`config.mk`:
```
export PLATFORM = sky130hd
export DESIGN_NAME = exchange_node
export DESIGN_NICKNAME = d
export VERILOG_FILES = /design/src/rtl/replica_pkg.sv /design/src/rtl/ordering_ram.sv /design/src/rtl/node_reg.sv /design/src/rtl/exchange_seq.sv /design/src/rtl/ring_tx.sv /design/src/rtl/ring_rx.sv /design/src/rtl/exchange_node.sv
export SDC_FILE = /design/constraint.sdc
export NUM_CORES = 1
export LEC_CHECK = 0
export ABC_CLOCK_PERIOD_IN_PS = 6650
export BUFFER_PORTS_ARGS = -buffer_cell sky130_fd_sc_hd__buf_2
export CAP_MARGIN = 25
export CORE_MARGIN = 2
export CORE_UTILIZATION = 59
export CTS_BUF_LIST = sky130_fd_sc_hd__clkbuf_16
export CTS_CLUSTER_DIAMETER = 150
export DETAILED_ROUTE_END_ITERATION = 10
export PLACE_DENSITY = 0.78
export SETUP_SLACK_MARGIN = 0.2
export SYNTH_ARGS = -nofsm -noshare
export SYNTH_HDL_FRONTEND = slang
export SYNTH_SLANG_ARGS = --single-unit
```
`constraint.sdc`:
```
create_clock -name clk -period 6.65 [get_ports clk]
set_clock_uncertainty 0.2 [all_clocks]
set_input_delay 0.665 -clock clk [delete_from_list [all_inputs] [get_ports clk]]
set_output_delay 0.665 -clock clk [all_outputs]
set_load 0.1 [all_outputs]
```
`src/rtl/replica_pkg.sv`:
```
package replica_pkg;

    // ====================
    // Ring and ordering sizes
    // ====================

    // Words per tour ordering, eight cities per word.
    localparam int city_div     = 4;
    localparam int city_div_log = 2;

    // Nodes in the ring. One exchange takes one round per node.
    localparam int node_num = 4;
    localparam int node_log = 2;

    localparam int city_w = 7;

    // The receive FIFO depth doubles as the sender's starting credit count.
    localparam int rx_depth = 4;
    localparam int credit_w = 3;

    // ====================
    // Shared types
    // ====================

    typedef logic [city_w-1:0] city_t;

    // One stored word of an ordering.
    typedef city_t [7:0] replica_data_t;

    // Link format, one byte per city with a zero top bit.
    typedef logic [7:0][7:0] link_word_t;

    typedef struct packed {
        logic       valid;
        logic       last;
        link_word_t data;
    } ring_flit_t;

    // Write request into the ordering store, used by host load and exchange write.
    typedef struct packed {
        logic                    valid;
        logic [city_div_log-1:0] addr;
        replica_data_t           data;
    } store_wr_t;

endpackage

```
`src/rtl/ordering_ram.sv`:
```
`timescale 1ns/1ns

module ordering_ram (
    input  logic                                  clk,
    input  logic                                  reset,

    input  replica_pkg::store_wr_t                load,
    input  replica_pkg::store_wr_t                xwr,

    input  logic                                  rd_en,
    input  logic [replica_pkg::city_div_log-1:0]  rd_addr,
    output logic                                  out_valid,
    output replica_pkg::replica_data_t            out_data,

    input  logic [replica_pkg::city_div_log-1:0]  peek_addr,
    output replica_pkg::replica_data_t            peek_data
);

    replica_pkg::replica_data_t mem [replica_pkg::city_div];

    // The exchange write wins if both sources ever collide.
    always_ff @(posedge clk) begin
        if (xwr.valid) begin
            mem[xwr.addr] <= xwr.data;
        end else if (load.valid) begin
            mem[load.addr] <= load.data;
        end
    end

    always_ff @(posedge clk) begin
        if (reset) begin
            out_valid <= 1'b0;
        end else begin
            out_valid <= rd_en;
        end
    end

    always_ff @(posedge clk) begin
        if (rd_en) begin
            out_data <= mem[rd_addr];
        end
        peek_data <= mem[peek_addr];
    end

    // Host loads must not overlap an exchange write.
    assert property (@(posedge clk) disable iff (reset) !(load.valid && xwr.valid))
        else $error("ordering_ram: host load and exchange write in the same cycle");

endmodule

```
`src/rtl/node_reg.sv`:
```
`timescale 1ns/1ns

module node_reg (
    input  logic                        clk,
    input  logic                        reset,

    // Words read from the ordering store.
    input  logic                        out_valid,
    input  replica_pkg::replica_data_t  out_data,

    // Outgoing link words toward ring_tx.
    output logic                        tx_valid,
    output replica_pkg::link_word_t     tx_word,
    output logic                        tx_last,
    input  logic                        tx_take,

    // Incoming link words from ring_rx.
    input  logic                        in_valid,
    input  replica_pkg::link_word_t     in_word,
    output logic                        in_take,

    output replica_pkg::store_wr_t      xwr,

    input  logic                        round_start,
    output logic                        round_end,
    output logic                        exchange_last
);

    localparam logic [replica_pkg::city_div_log:0] all_words =
        (replica_pkg::city_div_log + 1)'(replica_pkg::city_div);

    replica_pkg::replica_data_t ord_buf [replica_pkg::city_div];

    logic [replica_pkg::city_div_log:0] cap_cnt;
    logic [replica_pkg::city_div_log:0] sent_cnt;
    logic [replica_pkg::city_div_log:0] in_cnt;
    logic [replica_pkg::city_div_log:0] wr_cnt;
    logic [replica_pkg::node_log-1:0]   round_cnt;
    logic                               round_active;

    replica_pkg::replica_data_t         cur_word;
    replica_pkg::store_wr_t             s1, s2, s3;

    // ====================
    // Outgoing side
    // ====================

    always_ff @(posedge clk) begin
        if (out_valid) begin
            ord_buf[cap_cnt[replica_pkg::city_div_log-1:0]] <= out_data;
        end
    end

    assign cur_word = ord_buf[sent_cnt[replica_pkg::city_div_log-1:0]];
    assign tx_valid = sent_cnt < cap_cnt;
    assign tx_last  = sent_cnt == all_words - 1'b1;

    // Cities go out in reverse order, each padded to a byte.
    always_comb begin
        for (int i = 0; i < 8; i++) begin
            tx_word[i] = {1'b0, cur_word[7-i]};
        end
    end

    // ====================
    // Incoming side
    // ====================

    // A word is only accepted once its slot has been sent, so the store read
    // for that address is long finished.
    assign in_take = round_active && in_valid && (in_cnt < sent_cnt);

    always_ff @(posedge clk) begin
        s1.addr <= in_cnt[replica_pkg::city_div_log-1:0];
        for (int i = 0; i < 8; i++) begin
            s1.data[i] <= in_word[i][replica_pkg::city_w-1:0];
        end
        s2.addr <= s1.addr;
        s2.data <= s1.data;
        s3.addr <= s2.addr;
        s3.data <= s2.data;
        if (reset) begin
            s1.valid <= 1'b0;
            s2.valid <= 1'b0;
            s3.valid <= 1'b0;
        end else begin
            s1.valid <= in_take;
            s2.valid <= s1.valid;
            s3.valid <= s2.valid;
        end
    end

    assign xwr = s3;

    // ====================
    // Word and round counters
    // ====================

    assign round_end     = round_active && (sent_cnt == all_words) && (wr_cnt == all_words);
    assign exchange_last = round_cnt == replica_pkg::node_log'(replica_pkg::node_num - 1);

    always_ff @(posedge clk) begin
        if (reset) begin
            cap_cnt      <= '0;
            sent_cnt     <= '0;
            in_cnt       <= '0;
            wr_cnt       <= '0;
            round_cnt    <= '0;
            round_active <= 1'b0;
        end else if (round_start) begin
            cap_cnt      <= '0;
            sent_cnt     <= '0;
            in_cnt       <= '0;
            wr_cnt       <= '0;
            round_active <= 1'b1;
        end else begin
            if (out_valid) cap_cnt <= cap_cnt + 1'b1;
            if (tx_valid && tx_take) sent_cnt <= sent_cnt + 1'b1;
            if (in_take) in_cnt <= in_cnt + 1'b1;
            if (xwr.valid) wr_cnt <= wr_cnt + 1'b1;
            if (round_end) begin
                round_active <= 1'b0;
                round_cnt    <= round_cnt + 1'b1;
            end
        end
    end

endmodule

```
`src/rtl/exchange_seq.sv`:
```
`timescale 1ns/1ns

module exchange_seq (
    input  logic                                  clk,
    input  logic                                  reset,

    input  logic                                  exchange_start,
    output logic                                  busy,
    output logic                                  done,

    output logic                                  rd_en,
    output logic [replica_pkg::city_div_log-1:0]  rd_addr,

    output logic                                  round_start,
    input  logic                                  round_end,
    input  logic                                  exchange_last
);

    typedef enum logic [1:0] {
        st_idle,
        st_read,
        st_wait,
        st_finish
    } state_t;

    state_t state;

    assign busy        = (state == st_read) || (state == st_wait);
    assign done        = state == st_finish;
    assign rd_en       = state == st_read;
    assign round_start = (state == st_read) && (rd_addr == '0);

    always_ff @(posedge clk) begin
        if (reset) begin
            state   <= st_idle;
            rd_addr <= '0;
        end else begin
            case (state)
                st_idle, st_finish: begin
                    rd_addr <= '0;
                    if (exchange_start) begin
                        state <= st_read;
                    end else begin
                        state <= st_idle;
                    end
                end
                st_read: begin
                    // One store read per cycle, then hand over to node_reg.
                    rd_addr <= rd_addr + 1'b1;
                    if (rd_addr == replica_pkg::city_div_log'(replica_pkg::city_div - 1)) begin
                        state <= st_wait;
                    end
                end
                st_wait: begin
                    rd_addr <= '0;
                    if (round_end) begin
                        state <= exchange_last ? st_finish : st_read;
                    end
                end
                default: state <= st_idle;
            endcase
        end
    end

    // node_reg must only close rounds this sequencer opened.
    assert property (@(posedge clk) disable iff (reset) round_end |-> busy)
        else $error("exchange_seq: round_end outside an exchange");

endmodule

```
`src/rtl/ring_tx.sv`:
```
`timescale 1ns/1ns

module ring_tx (
    input  logic                     clk,
    input  logic                     reset,

    input  logic                     word_valid,
    input  replica_pkg::link_word_t  word,
    input  logic                     last,
    output logic                     take,

    output replica_pkg::ring_flit_t  tx_flit,
    input  logic                     tx_credit
);

    logic [replica_pkg::credit_w-1:0] credit_cnt;

    // Forward only with a credit in hand.
    assign take = word_valid && (credit_cnt != '0);

    always_ff @(posedge clk) begin
        if (reset) begin
            credit_cnt <= replica_pkg::credit_w'(replica_pkg::rx_depth);
        end else begin
            credit_cnt <= credit_cnt - replica_pkg::credit_w'(take)
                                     + replica_pkg::credit_w'(tx_credit);
        end
    end

    always_ff @(posedge clk) begin
        tx_flit.last <= last;
        tx_flit.data <= word;
        if (reset) begin
            tx_flit.valid <= 1'b0;
        end else begin
            tx_flit.valid <= take;
        end
    end

    // ====================
    // Credit checks
    // ====================

    // A credit returned above the FIFO depth means the far end miscounted.
    assert property (@(posedge clk) disable iff (reset)
        credit_cnt <= replica_pkg::credit_w'(replica_pkg::rx_depth))
        else $error("ring_tx: credit counter above rx_depth");

endmodule

```
`src/rtl/ring_rx.sv`:
```
`timescale 1ns/1ns

module ring_rx (
    input  logic                     clk,
    input  logic                     reset,

    input  replica_pkg::ring_flit_t  rx_flit,
    output logic                     rx_credit,

    output logic                     word_valid,
    output replica_pkg::link_word_t  word,
    input  logic                     take
);

    // Pointers carry one wrap bit above the FIFO index.
    replica_pkg::link_word_t           fifo [replica_pkg::rx_depth];
    logic [replica_pkg::credit_w-1:0]  wr_ptr;
    logic [replica_pkg::credit_w-1:0]  rd_ptr;
    logic [replica_pkg::credit_w-1:0]  fill;
    logic                              full;
    logic                              pop;

    assign fill       = wr_ptr - rd_ptr;
    assign full       = fill == replica_pkg::credit_w'(replica_pkg::rx_depth);
    assign word_valid = fill != '0;
    assign word       = fifo[rd_ptr[replica_pkg::credit_w-2:0]];
    assign pop        = word_valid && take;

    always_ff @(posedge clk) begin
        if (rx_flit.valid) begin
            fifo[wr_ptr[replica_pkg::credit_w-2:0]] <= rx_flit.data;
        end
    end

    always_ff @(posedge clk) begin
        if (reset) begin
            wr_ptr    <= '0;
            rd_ptr    <= '0;
            rx_credit <= 1'b0;
        end else begin
            if (rx_flit.valid) begin
                wr_ptr <= wr_ptr + 1'b1;
            end
            if (pop) begin
                rd_ptr <= rd_ptr + 1'b1;
            end
            // Each freed slot goes back upstream as one credit.
            rx_credit <= pop;
        end
    end

    // The upstream sender's credits should make overflow impossible.
    assert property (@(posedge clk) disable iff (reset) rx_flit.valid |-> !full)
        else $error("ring_rx: flit pushed into a full FIFO");

endmodule

```
`src/rtl/exchange_node.sv`:
```
`timescale 1ns/1ns

module exchange_node (
    input  logic                                  clk,
    input  logic                                  reset,

    // Host access to the ordering store.
    input  replica_pkg::store_wr_t                load,
    input  logic [replica_pkg::city_div_log-1:0]  peek_addr,
    output replica_pkg::replica_data_t            peek_data,

    input  logic                                  exchange_start,
    output logic                                  exchange_busy,
    output logic                                  exchange_done,

    // Downstream link.
    output replica_pkg::ring_flit_t               tx_flit,
    input  logic                                  tx_credit,

    // Upstream link.
    input  replica_pkg::ring_flit_t               rx_flit,
    output logic                                  rx_credit
);

    replica_pkg::store_wr_t                 xwr;
    logic                                   rd_en;
    logic [replica_pkg::city_div_log-1:0]   rd_addr;
    logic                                   out_valid;
    replica_pkg::replica_data_t             out_data;

    logic                                   round_start;
    logic                                   round_end;
    logic                                   exchange_last;

    logic                                   tx_valid;
    replica_pkg::link_word_t                tx_word;
    logic                                   tx_last;
    logic                                   tx_take;

    logic                                   in_valid;
    replica_pkg::link_word_t                in_word;
    logic                                   in_take;

    ordering_ram ordering_ram0 (
        .clk        (clk),
        .reset      (reset),
        .load       (load),
        .xwr        (xwr),
        .rd_en      (rd_en),
        .rd_addr    (rd_addr),
        .out_valid  (out_valid),
        .out_data   (out_data),
        .peek_addr  (peek_addr),
        .peek_data  (peek_data)
    );

    exchange_seq exchange_seq0 (
        .clk            (clk),
        .reset          (reset),
        .exchange_start (exchange_start),
        .busy           (exchange_busy),
        .done           (exchange_done),
        .rd_en          (rd_en),
        .rd_addr        (rd_addr),
        .round_start    (round_start),
        .round_end      (round_end),
        .exchange_last  (exchange_last)
    );

    node_reg node_reg0 (
        .clk            (clk),
        .reset          (reset),
        .out_valid      (out_valid),
        .out_data       (out_data),
        .tx_valid       (tx_valid),
        .tx_word        (tx_word),
        .tx_last        (tx_last),
        .tx_take        (tx_take),
        .in_valid       (in_valid),
        .in_word        (in_word),
        .in_take        (in_take),
        .xwr            (xwr),
        .round_start    (round_start),
        .round_end      (round_end),
        .exchange_last  (exchange_last)
    );

    ring_tx ring_tx0 (
        .clk        (clk),
        .reset      (reset),
        .word_valid (tx_valid),
        .word       (tx_word),
        .last       (tx_last),
        .take       (tx_take),
        .tx_flit    (tx_flit),
        .tx_credit  (tx_credit)
    );

    ring_rx ring_rx0 (
        .clk        (clk),
        .reset      (reset),
        .rx_flit    (rx_flit),
        .rx_credit  (rx_credit),
        .word_valid (in_valid),
        .word       (in_word),
        .take       (in_take)
    );

endmodule

```
* After elaboration in Yosys (flattened, before gate mapping)
Memory sizes are Yosys's and may differ from the RTL's. A register that Yosys moved wholly into a read port is not among the register bits. Cells that the tools add are included.
Cells by class: add/subtract/negate cells 11, multipliers 0, divide/modulo/power cells 0, $lt $le $gt $ge 2, eq/ne operators 10, shift operators 0, muxes and demuxes 20, bitwise operators 1, reductions and logical operators 20
Operators with widths (count):
- 2-to-1 mux 56 bit | 1
- OR reduction 56 bit | 1
- adder 3 x 1 -> 3 bit (second input constant) | 6
- 2-to-1 mux 1 bit | 13
- == test 2 bit (second input constant) | 4
- logical AND 1 bit | 8
- 2-to-1 mux 2 bit | 4
- == test 3 bit (second input constant) | 2
- less-than comparator 3 bit | 2
- case mux 2 bit (3 select lines) | 1
- nonzero test 3 bit | 2
- adder 2 x 1 -> 2 bit (second input constant) | 2
- zero test 2 bit | 2
- inequality test 2 x 1 -> 1 bit (second input constant) | 2
- case mux 2 bit (2 select lines) | 1
- AND reduction 2 bit | 2
- OR reduction 2 bit | 2
- adder 3 x 1 -> 3 bit | 1
- == test 3 x 2 -> 1 bit (second input constant) | 1
- OR reduction 3 bit | 1
- subtractor 3 x 1 -> 3 bit | 1
- subtractor 3 bit | 1
- == test 2 x 1 -> 1 bit (second input constant) | 1
- nonzero test 2 bit | 1
- 2 further kinds | 2
Storage, ports and cells: register bits 153, latch bits 0, bits in writable memories 704, bits in read-only memories 0, output and inout bits 125, logic and storage cells 104, memories kept 3
Memories:
- ring_rx0.fifo | words 4, bits a word 64, rd ports 1, clocked after memory_dff 1, wr ports 1, RTL line ring_rx.sv:16 | replica_pkg::link_word_t fifo [replica_pkg::rx_depth];
- node_reg0.ord_buf | words 4, bits a word 56, rd ports 1, clocked after memory_dff 1, wr ports 1, RTL line node_reg.sv:32 | replica_pkg::replica_data_t ord_buf [replica_pkg::city_div];
- ordering_ram0.mem | words 4, bits a word 56, rd ports 2, clocked after memory_dff 2, wr ports 1, RTL line ordering_ram.sv:19 | replica_pkg::replica_data_t mem [replica_pkg::city_div];

* Depth between registers and ports, before layout
Gate-level depths: netlist of the first run.
word-level depth 5, gate-level depth with buffers 10, mapped depth without buffers 10

* By module
From an unflattened synthesis of the first run, not the netlist that was laid out.
Second synthesis, totals: cell total of the unflattened synthesis 1627, area, all modules 37354.6 um2
By module, submodules not included:
- ordering_ram | instances 1, cells an instance 550, area an instance 13231.4 um2, sequential area each 9549.2 um2
- node_reg | instances 1, cells an instance 585, area an instance 12679.7 um2, sequential area each 10610.2 um2
- ring_rx | instances 1, cells an instance 383, area an instance 9684.3 um2, sequential area each 7867.5 um2
- ring_tx | instances 1, cells an instance 81, area an instance 1500.2 um2, sequential area each 1381.3 um2
- exchange_seq | instances 1, cells an instance 28, area an instance 259.0 um2, sequential area each 80.1 um2

* Least setup slack after synthesis of the first run
OpenSTA, ideal clock, no wires.
path kind input to register, from input load[56] (netlist bit), to memory ordering_ram0.mem[1][0] (netlist bit), enable pin, library setup time 0.556 ns, arrival 4.938 ns, data required time 5.894 ns, path slack 0.956 ns, stages on the path 2, path buffers 0, cells stage by stage nand2_1 o32ai_1
On the way: cells in the longest elaborated chain, start to end 1
RTL lines:
- start: declaration | RTL line exchange_node.sv:8 | input replica_pkg::store_wr_t load,
- 2-to-1 mux 2 bit (no source line)
- end: declaration | RTL line ordering_ram.sv:19
No other way between the ends.

* Worst setup path after layout of the first run
from register node_reg0.sent_cnt[1] (netlist bit), to register ring_rx0.rd_ptr[0] (netlist bit)
On the way: cells in the longest elaborated chain, start to end 3
RTL lines:
- start: declaration | RTL line node_reg.sv:35 | logic [replica_pkg::city_div_log:0] sent_cnt;
- start signal: assignment | RTL line node_reg.sv:118 | if (tx_valid && tx_take) sent_cnt <= sent_cnt + 1'b1;
- less-than comparator 3 bit | RTL line node_reg.sv:71 | assign in_take = round_active && in_valid && (in_cnt < sent_cnt);
- logical AND 1 bit | RTL line node_reg.sv:71
- logical AND 1 bit | RTL line ring_rx.sv:27 | assign pop = word_valid && take;
- end signal: assignment | RTL line ring_rx.sv:45 | rd_ptr <= rd_ptr + 1'b1;
- end: declaration | RTL line ring_rx.sv:18 | logic [replica_pkg::credit_w-1:0] rd_ptr;
No other way between the ends. A chain may end at the register's enable or synchronous reset.

==> results.sh, run 1 <==
export IMPL_die_w_um=249.5
export IMPL_worstPathArrival_ns=3.23
export IMPL_final_area_mm2=0.04098
export IMPL_final_common_cell="edfxtp_1"
export IMPL_max_stage_delay_ns=0.65
export IMPL_remaining_drc_errors=0
export IMPL_critPathLaunchType="flip-flop"
export IMPL_status="complete, no violations"
export IMPL_max_slew_margin=0.3351
export IMPL_end_kind="flip-flop"
export IMPL_synthCells=1570
export IMPL_power_total_mw=13.92
export IMPL_cts_hold_buffers=7
export IMPL_vias=15560
export IMPL_dp_hpwl_um=38410
export IMPL_first_pass_iters=5
export IMPL_ys_ff_latch=1049
export IMPL_worstSkewPairLatency_ns=0.64
export IMPL_setup_ws_ns=3.737
export IMPL_slew_violations=0
export IMPL_n_fill_cell=3589
export IMPL_period_needed_ns=2.913
export IMPL_period_share=0.4380
export IMPL_yosysWarningCount=0
export IMPL_clk_pin_slew_worst_paths_ns=0.06
export IMPL_place_ws_ns=3.723
export IMPL_synth_edff_count=728
export IMPL_boundaryPins=256
export IMPL_fmax_mhz=343.3
export IMPL_grt_ovfl_total=0
export IMPL_postCtsSetupRepairBufs=0
export IMPL_crit_fanout=59
export IMPL_clock_path_buffers=3
export IMPL_min_from="rx_flit[35]"
export IMPL_syn_to_final_growth_pct=15.27
export IMPL_yosys_area_share_simple=0.01119
export IMPL_total_leakage_power_nw=14.09
export IMPL_drtIter0Drc=1341
export IMPL_tightest_slew_ns=0.9973
export IMPL_required_ns=6.97
export IMPL_avgViaCountPerCell=5.678
export IMPL_clockRootBuffer="clkbuf_16"
export IMPL_dpl_cell_area_mm2=0.03767
export IMPL_muxShareOfSynthArea=0.1636
export IMPL_fin_util=0.6918
export IMPL_path_cells="buf_4, inv_1, ha_1, o21ai_0, nor2_1, a211oi_4, mux2_1"
export IMPL_finalHoldViolCount=0
export IMPL_synth_seq_area_share=0.7956
export IMPL_start_util=0.6001
export IMPL_regToRegStartpoint="node_reg0.sent_cnt[1]"
export IMPL_rows=89
export IMPL_io_buffers=238
export IMPL_die_h_um=249.5
export IMPL_final_cell_mix="edfxtp_1, dfxtp_1, buf_2"
export IMPL_synth_area_per_cell_um2=22.65
export IMPL_synth_fa_ha_area_frac=0.01112
export IMPL_synth_cell_type_count=39
export IMPL_powerDensity_mw_per_mm2=339.6
export IMPL_synth_compound_area_frac=0.004047
export IMPL_core_mm2=0.05924
export IMPL_grt_start_max_net_pins=62
export IMPL_finalNetCount=2034
export IMPL_cts_tree="done"
export IMPL_rsz0062_at_grt="no"
export IMPL_crit_path_start="node_reg0.sent_cnt[1]"
export IMPL_ir_drop_v=0.0002567
export IMPL_synthArstFlopShare=0
export IMPL_gp_congestion=0.7713
export IMPL_synth_area_mm2=0.03555
export IMPL_setup_tns_ns=0
export IMPL_synth_top_family_by_area="multiplexers"
export IMPL_synth_flop_cell="edfxtp_1"
export IMPL_cap_violations=0
export IMPL_htree_levels=3
export IMPL_antenna_found_initial=17
export IMPL_numCtsBuffers=98
export IMPL_wirelength_um=66170
export IMPL_grt_pass1_wl_um=99410
export IMPL_grt_pass1_vias=16170
export IMPL_holdCritPathClass="input port to flip-flop"
export IMPL_setup_viol=0
export IMPL_post_cts_resized=0
export IMPL_cpMaxStageDelayCell="buf_4"
export IMPL_cts_sinks=1049
export IMPL_dieArea_mm2=0.06224
export IMPL_wl_per_cell_um=24.15
export IMPL_grt_usage=0.2154
export IMPL_drive_above_1_share=0.3570
export IMPL_critPathKind="flip-flop to flip-flop"
export IMPL_ant_nets=0
export IMPL_synth_xor_area_frac=0.002710
-- cell type report --
cell class,count,area [um2],area share
clock inverter,84,670.6,0.01636
multi-input combinational,437,6955,0.1697
inverter,22,82.58,0.002015
timing repair buffer,264,1426,0.03480
clock buffer,102,2552,0.06228
tap,773,967.2,0.02360
antenna,9,22.52,0.0005496
sequential,1049,28300,0.6907
-- power breakdown --
part           switching [mW]  internal, mW
Clock                    2.29          3.17
Sequential              0.132          7.32
Combinational           0.729         0.278
Total                    3.15          10.8
-- critical path, delay by kind of cell, from the launching register on --
kind | cells | cell delay, ns
compound gates | 2 | 0.54
fa+ha+maj | 1 | 0.33
buf+inv | 2 | 0.90
flops | 1 | 0.33
mux | 1 | 0.36
simple gates | 1 | 0.14
-- Yosys cell counts, types with 3 or more instances --
cell | number | area, um2
nor2_1 | 17 | 63.81
and2_1 | 8 | 50.05
nand2b_1 | 10 | 62.56
buf_1 | 10 | 37.54
mux2i_1 | 12 | 120.1
dfxtp_1 | 321 | 6426
buf_2 | 28 | 140.1
buf_4 | 9 | 67.56
nand2_1 | 15 | 56.30
a21oi_1 | 5 | 25.02
nand3_1 | 3 | 15.01
edfxtp_1 | 728 | 21860
inv_1 | 22 | 82.58
xnor2_1 | 8 | 70.07
o21ai_0 | 5 | 25.02
xor2_1 | 3 | 26.28
clkbuf_1 | 22 | 82.58
mux2_2 | 56 | 630.6
ha_1 | 30 | 375.4
mux4_2 | 224 | 5045
nor2b_1 | 12 | 75.07
-- stage by stage --
step           hold WS (ns)  cells
2_1_floorplan        0.1096   1577
6_report            0.04214   2740
3_3_place_gp         0.1101   2537
4_1_cts           0.0001716   2731
5_1_grt             0.01619   2740
3_5_place_dp         0.1121   2538
-- state kept, by name, indices dropped and copies added (netlist names), 56 cells and up --
| signal | cells |
|---|---|
| node_reg0.ord_buf | 224 |
| ordering_ram0.mem | 224 |
| ring_rx0.fifo | 224 |
| node_reg0.s1 | 59 |
| node_reg0.s2 | 59 |
| node_reg0.xwr | 59 |
| ring_tx0.tx_flit | 58 |
| ordering_ram0.out_data | 56 |
| ordering_ram0.peek_data | 56 |
-- cell families after synthesis --
| group | count (synthesis) |
|---|---|
| buf+inv | 91 |
| mux | 294 |
| compound gates | 18 |
| fa+ha+maj | 31 |
| flops | 1049 |
| simple gates | 75 |
| xor+xnor | 11 |
| other cells | 1 |
-- path summary, 6_finish.rpt --
| kind | to | slack (ns) | depth (start not counted) |
|---|---|---|---|
| worst max register to register | ring_rx0.rd_ptr[0] | 3.74 | 7 |
| worst max-delay path | ring_rx0.rd_ptr[0] | 3.74 | 7 |
| worst min register to register | node_reg0.s2[1] | 0.12 | 0 |
| worst min-delay path | ring_rx0.fifo[1][35] | 0.04 | 1 |
-- routing by layer --
metal | vias to the layer above | part of all wire | GRT usage
met5 | - | 0.0012 | 0
met4 | 14 | 0.032 | 0.08726
met3 | 121 | 0.053 | 0.04193
met2 | 445 | 0.49 | 0.3396
met1 | 8079 | 0.42 | 0.3018
li1 | 6900 | - | -
(Power assumes the default switching activity.)
==> run 2, diff against run 1 <==
ABC_CLOCK_PERIOD_IN_PS = 2500   (was 6650)
CORE_UTILIZATION = 53   (was 59)
PLACE_DENSITY = 0.74   (was 0.78)
clock period = 2.5 ns   (was 6.65 ns; I/O delays follow)
==> run 2 against run 1 <==
Against the previous run:
- sequential share of layout area down 2.8 points
- register-to-register slack worse by 3.6 ns
- clock power rose to 2.6 times the previous value
- routed wire length is 3.5% higher
- total power rose to 2.7 times the previous value
- die area grew 11%
- combinational power increased to 2.9 times the previous value
- cell count up 8.3%
- flip-flop and latch count did not move
- critical path type unchanged
- critical endpoint is now ring_tx0.credit_cnt[1]
==> results.sh, run 2 (same netlist as run 1, synthesis figures left out) <==
export IMPL_core_mm2=0.06610
export IMPL_clock_path_buffers=3
export IMPL_comb_power_share=0.080
export IMPL_setup_ws_ns=0.1062
export IMPL_grt_pass1_wl_um=104100
export IMPL_rr_worst_depth=9
export IMPL_cap_violations=0
export IMPL_grt_usage=0.2003
export IMPL_cts_sinks=1049
export IMPL_total_leakage_power_nw=14.76
export IMPL_htree_levels=3
export IMPL_grt_pass1_vias=16950
export IMPL_crit_fanout=3
export IMPL_place_ws_ns=0.08196
export IMPL_remaining_drc_errors=0
export IMPL_finalNetCount=2179
export IMPL_powerDensity_mw_per_mm2=865.3
export IMPL_dpl_cell_area_mm2=0.03827
export IMPL_die_h_um=263
export IMPL_ir_drop_v=0.0004927
export IMPL_avgViaCountPerCell=5.433
export IMPL_fmax_mhz=417.7
export IMPL_tightest_slew_ns=0.9225
export IMPL_boundaryPins=256
export IMPL_required_ns=2.80
export IMPL_status="complete, no violations"
export IMPL_drtIter0Drc=1237
export IMPL_ant_nets=0
export IMPL_critPathLaunchType="flip-flop"
export IMPL_clockRootBuffer="clkbuf_16"
export IMPL_dp_hpwl_um=41240
export IMPL_swShare=0.2280
export IMPL_wl_per_cell_um=23.09
export IMPL_first_pass_iters=4
export IMPL_end_kind="flip-flop"
export IMPL_syn_to_final_growth_pct=20.16
export IMPL_max_slew_margin=0.3827
export IMPL_antenna_found_initial=7
export IMPL_grt_ovfl_total=0
export IMPL_p_switching_mw=8.428
export IMPL_holdPathStages=3
export IMPL_rows=94
export IMPL_final_common_cell="edfxtp_1"
export IMPL_dieArea_mm2=0.06917
export IMPL_setup_tns_ns=0
export IMPL_period_needed_ns=2.394
export IMPL_slew_violations=0
export IMPL_setup_viol=0
export IMPL_rsz0062_at_grt="yes"
export IMPL_gp_congestion=0.7767
export IMPL_die_w_um=263
export IMPL_vias=16120
export IMPL_drive_above_1_share=0.3459
export IMPL_final_area_mm2=0.04272
export IMPL_critPathKind="flip-flop to flip-flop"
export IMPL_final_cell_mix="edfxtp_1, dfxtp_1, buf_2"
export IMPL_start_util=0.5379
export IMPL_grt_util_met1=0.2839
export IMPL_holdCritPathClass="input port to flip-flop"
export IMPL_clock_power_share=0.384
export IMPL_worstSkewPairLatency_ns=0.64
export IMPL_grt_busiest_layer="met2"
export IMPL_internal_power_mw=28.54
export IMPL_seq_power_share=0.535
export IMPL_grt_start_max_net_pins=60
export IMPL_use_met3=0.03040
export IMPL_use_met2=0.3187
export IMPL_finalHoldViolCount=0
export IMPL_wirelength_um=68500
export IMPL_numCtsBuffers=97
export IMPL_cts_tree="done"
export IMPL_period_share=0.9575
export IMPL_io_buffers=238
export IMPL_worstPathArrival_ns=2.69
export IMPL_clk_pin_slew_worst_paths_ns=0.06
-- run 2: cell count changes in the layout (fill, tap and decap cells not counted), sizes merged --
| cell | change |
|---|---|
| dlygate4sd3 | +122 |
| clkinv | +2 |
| diode | -5 |
| buf | +24 |
| bufinv | -3 |
| clkbuf | +1 |
| clkinvlp | +1 |
| inv | -6 |
-- run 2: routing by layer --
layer  up-vias  share of wire
li1       7180              -
met1      8331           0.43
met2       479           0.49
met3       125          0.050
met4         4          0.030
met5         -        0.00039
-- run 2: final timing paths --
check / slack, ns / start / end
worst max-delay path: 0.11 / node_reg0.cap_cnt[1] / ring_tx0.credit_cnt[1]
worst min-delay path: 0.03 / peek_addr[1] / ordering_ram0.peek_data[19]
worst max register to register: 0.11 / node_reg0.cap_cnt[1] / ring_tx0.credit_cnt[1]
worst min register to register: 0.11 / node_reg0.s2[1] / node_reg0.xwr[1]
-- run 2: area by class of cell --
| class | instances | area [um2] |
|---|---|---|
| tap | 864 | 1081 |
| multi-input combinational | 437 | 6994 |
| sequential | 1049 | 28310 |
| inverter | 22 | 82.58 |
| timing repair buffer | 410 | 3127 |
| clock inverter | 78 | 535.5 |
| clock buffer | 103 | 2577 |
| antenna | 4 | 10.01 |
| fill | 4319 | 23380 |
-- run 2: worst max-delay path: stages (launching register included) --
cell      delay [ns]
dfxtp_2         0.32
inv_2           0.08
ha_4            0.20
a21o_1          0.20
a211oi_4        0.21
ha_1            0.26
inv_1           0.06
ha_2            0.17
fa_2            0.42
nor2b_1         0.14
-- run 2: power groups by stage --
| stage | logic (mW) | clock network [mW] | registers [mW] |
|---|---|---|---|
| global route | 3.11 | 15.2 | 19.8 |
| finish | 2.97 | 14.2 | 19.8 |
| floorplan | 1.04 | 0 | 21.1 |
| global placement | 2.77 | 0 | 20.1 |
| detailed placement | 2.81 | 0 | 20.2 |
| CTS | 2.98 | 14.5 | 19.8 |
-- run 2: repair_timing --
item,4_1_cts,5_1_grt
endpoints found under the hold margin,478,0
setup endpoints to repair,2,4
resized for setup,1,2
hold buffers,129,0
buffers inserted,1,2
-- run 2: through the flow --
step	hold WS, ns	utilization	std cells	total power [mW]
after floorplan	0.1096	-	1577	22.11
after global placement	0.1104	0.5790	2650	22.87
after detailed placement	0.1121	0.5790	2650	22.96
after CTS	0.005678	0.6458	2961	37.27
after global routing	0.02782	0.6463	2967	38.14
final	0.02651	0.6463	2967	36.97
==> run 3, diff against run 2 <==
ABC_CLOCK_PERIOD_IN_PS = 1930   (was 2500)
SETUP_SLACK_MARGIN = unset   (was 0.2)
clock period = 1.93 ns   (was 2.5 ns; I/O delays follow)
==> run 3 against run 2 <==
Against the previous run:
- the flow now finishes with violations (negative hold slack, negative setup slack)
- first-iteration DRC count decreased by 3.2%
- non-clock buffer count increased by 30
- maximum frequency rose by 0.37%
==> results.sh, run 3 (same netlist as run 1, synthesis figures left out) <==
export IMPL_tightest_slew_ns=0.5669
export IMPL_dp_hpwl_um=41490
export IMPL_start_util=0.5379
export IMPL_finalHoldViolCount=15
export IMPL_grt_start_max_net_pins=59
export IMPL_met1Wirelength_um=29110
export IMPL_die_w_um=263
export IMPL_worstPathArrival_ns=2.68
export IMPL_ir_drop_v=0.0008054
export IMPL_io_buffers=238
export IMPL_boundaryPins=256
export IMPL_crit_fanout=2
export IMPL_period_share=1.236
export IMPL_clockRootBuffer="clkbuf_16"
export IMPL_setup_viol=7
export IMPL_critPathLaunchType="flip-flop"
export IMPL_antenna_found_initial=2
export IMPL_syn_to_final_growth_pct=22.10
export IMPL_grt_usage=0.1996
export IMPL_finalNetCount=2211
export IMPL_remaining_drc_errors=0
export IMPL_required_ns=2.22
export IMPL_route_met3_wl_um=3913
export IMPL_hold_slack_ns=-0.1801
export IMPL_powerDensity_mw_per_mm2=1127
export IMPL_wl_per_cell_um=22.88
export IMPL_status="finished, violations left"
export IMPL_max_slew_margin=0.6247
export IMPL_total_leakage_power_nw=15.04
export IMPL_setup_ws_ns=-0.4551
export IMPL_clock_path_buffers=3
export IMPL_setup_tns_ns=-0.9743
export IMPL_period_needed_ns=2.385
export IMPL_cts_hold_buffers=124
export IMPL_end_kind="flip-flop"
export IMPL_grt_pass1_vias=17300
export IMPL_holdCritPathClass="input port to flip-flop"
export IMPL_grt_ovfl_total=0
export IMPL_top_layer_used="met4"
export IMPL_first_pass_iters=5
export IMPL_dieArea_mm2=0.06917
export IMPL_wirelength_um=68640
export IMPL_grt_pass1_wl_um=103500
export IMPL_worstSkewPairLatency_ns=0.64
export IMPL_rsz0062_at_grt="yes"
export IMPL_cap_violations=0
export IMPL_htree_levels=3
export IMPL_cts_tree="done"
export IMPL_ant_nets=0
export IMPL_critPathKind="flip-flop to flip-flop"
export IMPL_fmax_mhz=419.3
export IMPL_drtIter0Drc=1198
export IMPL_violations="negative hold slack, negative setup slack"
export IMPL_numCtsBuffers=99
export IMPL_rrSetupSlack_ns=-0.46
export IMPL_drive_above_1_share=0.3777
export IMPL_slew_violations=0
export IMPL_final_common_cell="edfxtp_1"
export IMPL_n_fill_cell=4210
export IMPL_cts_sinks=1049
export IMPL_clk_pin_slew_worst_paths_ns=0.06
export IMPL_die_h_um=263
export IMPL_fin_util=0.6568
export IMPL_rows=94
export IMPL_vias=16220
export IMPL_gp_congestion=0.7544
export IMPL_met2WireLength_um=33770
export IMPL_core_mm2=0.06610
export IMPL_final_cell_mix="edfxtp_1, dfxtp_1, buf_2"
export IMPL_avgViaCountPerCell=5.407
## run 3: cell count changes in the layout (fill, tap and decap cells not counted), sizes merged
cell	delta
buf	+35
bufinv	+4
clkbuf	+2
clkinvlp	-1
diode	-2
dlygate4sd3	-6
inv	+1
## run 3: cell type report
| cell class | instances | area [um2] | area share |
|---|---|---|---|
| antenna | 2 | 5.005 | 0.0001153 |
| clock buffer | 104 | 2603 | 0.05995 |
| clock inverter | 82 | 706.9 | 0.01628 |
| inverter | 22 | 95.09 | 0.002190 |
| multi-input combinational | 437 | 7152 | 0.1647 |
| sequential | 1049 | 28320 | 0.6523 |
| tap | 864 | 1081 | 0.02490 |
| timing repair buffer | 440 | 3453 | 0.07955 |
## run 3: critical path: stages (launching register included)
cell and delay (ns):
dfxtp_2 0.34, inv_2 0.05, ha_4 0.21, a21o_1 0.18, a211oi_4 0.26, ha_1 0.27
inv_2 0.07, ha_4 0.12, fa_2 0.41, nor2b_1 0.13
## run 3: power by group
part | internal (mW) | switching [mW] | total [mW]
logic | 1.30 | 2.68 | 3.98
registers | 25.2 | 0.399 | 25.6
clock network | 11.3 | 8.08 | 19.3
## run 3: metrics by stage
step,power (mW),std cells,setup WS [ns],hold slack [ns],area (um2)
after floorplan,28.68,1577,-0.5465,0.09187,35860
after detailed placement,29.83,2682,-0.4156,0.1121,38650
after global routing,50.47,3000,-0.4884,-0.1642,43410
after global placement,29.70,2682,-0.3778,0.1098,38650
after CTS,49.29,2997,-0.4369,-0.2143,43340
final,48.93,3000,-0.4551,-0.1801,43410
## run 3: what timing repair did
item | 4_1_cts | 5_1_grt
gates resized for setup | 28 | 9
setup buffers | 5 | 1
hold endpoints to repair | 515 | 15
endpoints found under the setup margin | 65 | 26
pin swaps | 2 | 11
cloned | 0 | 1
## run 3: path summary, 6_finish.rpt
check | depth (start not counted) | end | startpoint
setup / recovery | 9 | ring_tx0.credit_cnt[1] | node_reg0.cap_cnt[1]
hold / removal | 2 | ring_rx0.wr_ptr[2] | reset
setup reg to reg | 9 | ring_tx0.credit_cnt[1] | node_reg0.cap_cnt[1]
hold reg to reg | 0 | node_reg0.s2[25] | node_reg0.s1[25]
## run 3: layer usage
metal,vias up,track usage
met3,114,0.03732
li1,7252,-
met4,0,0.07382
met1,8393,0.2740
met5,-,0
met2,462,0.3230
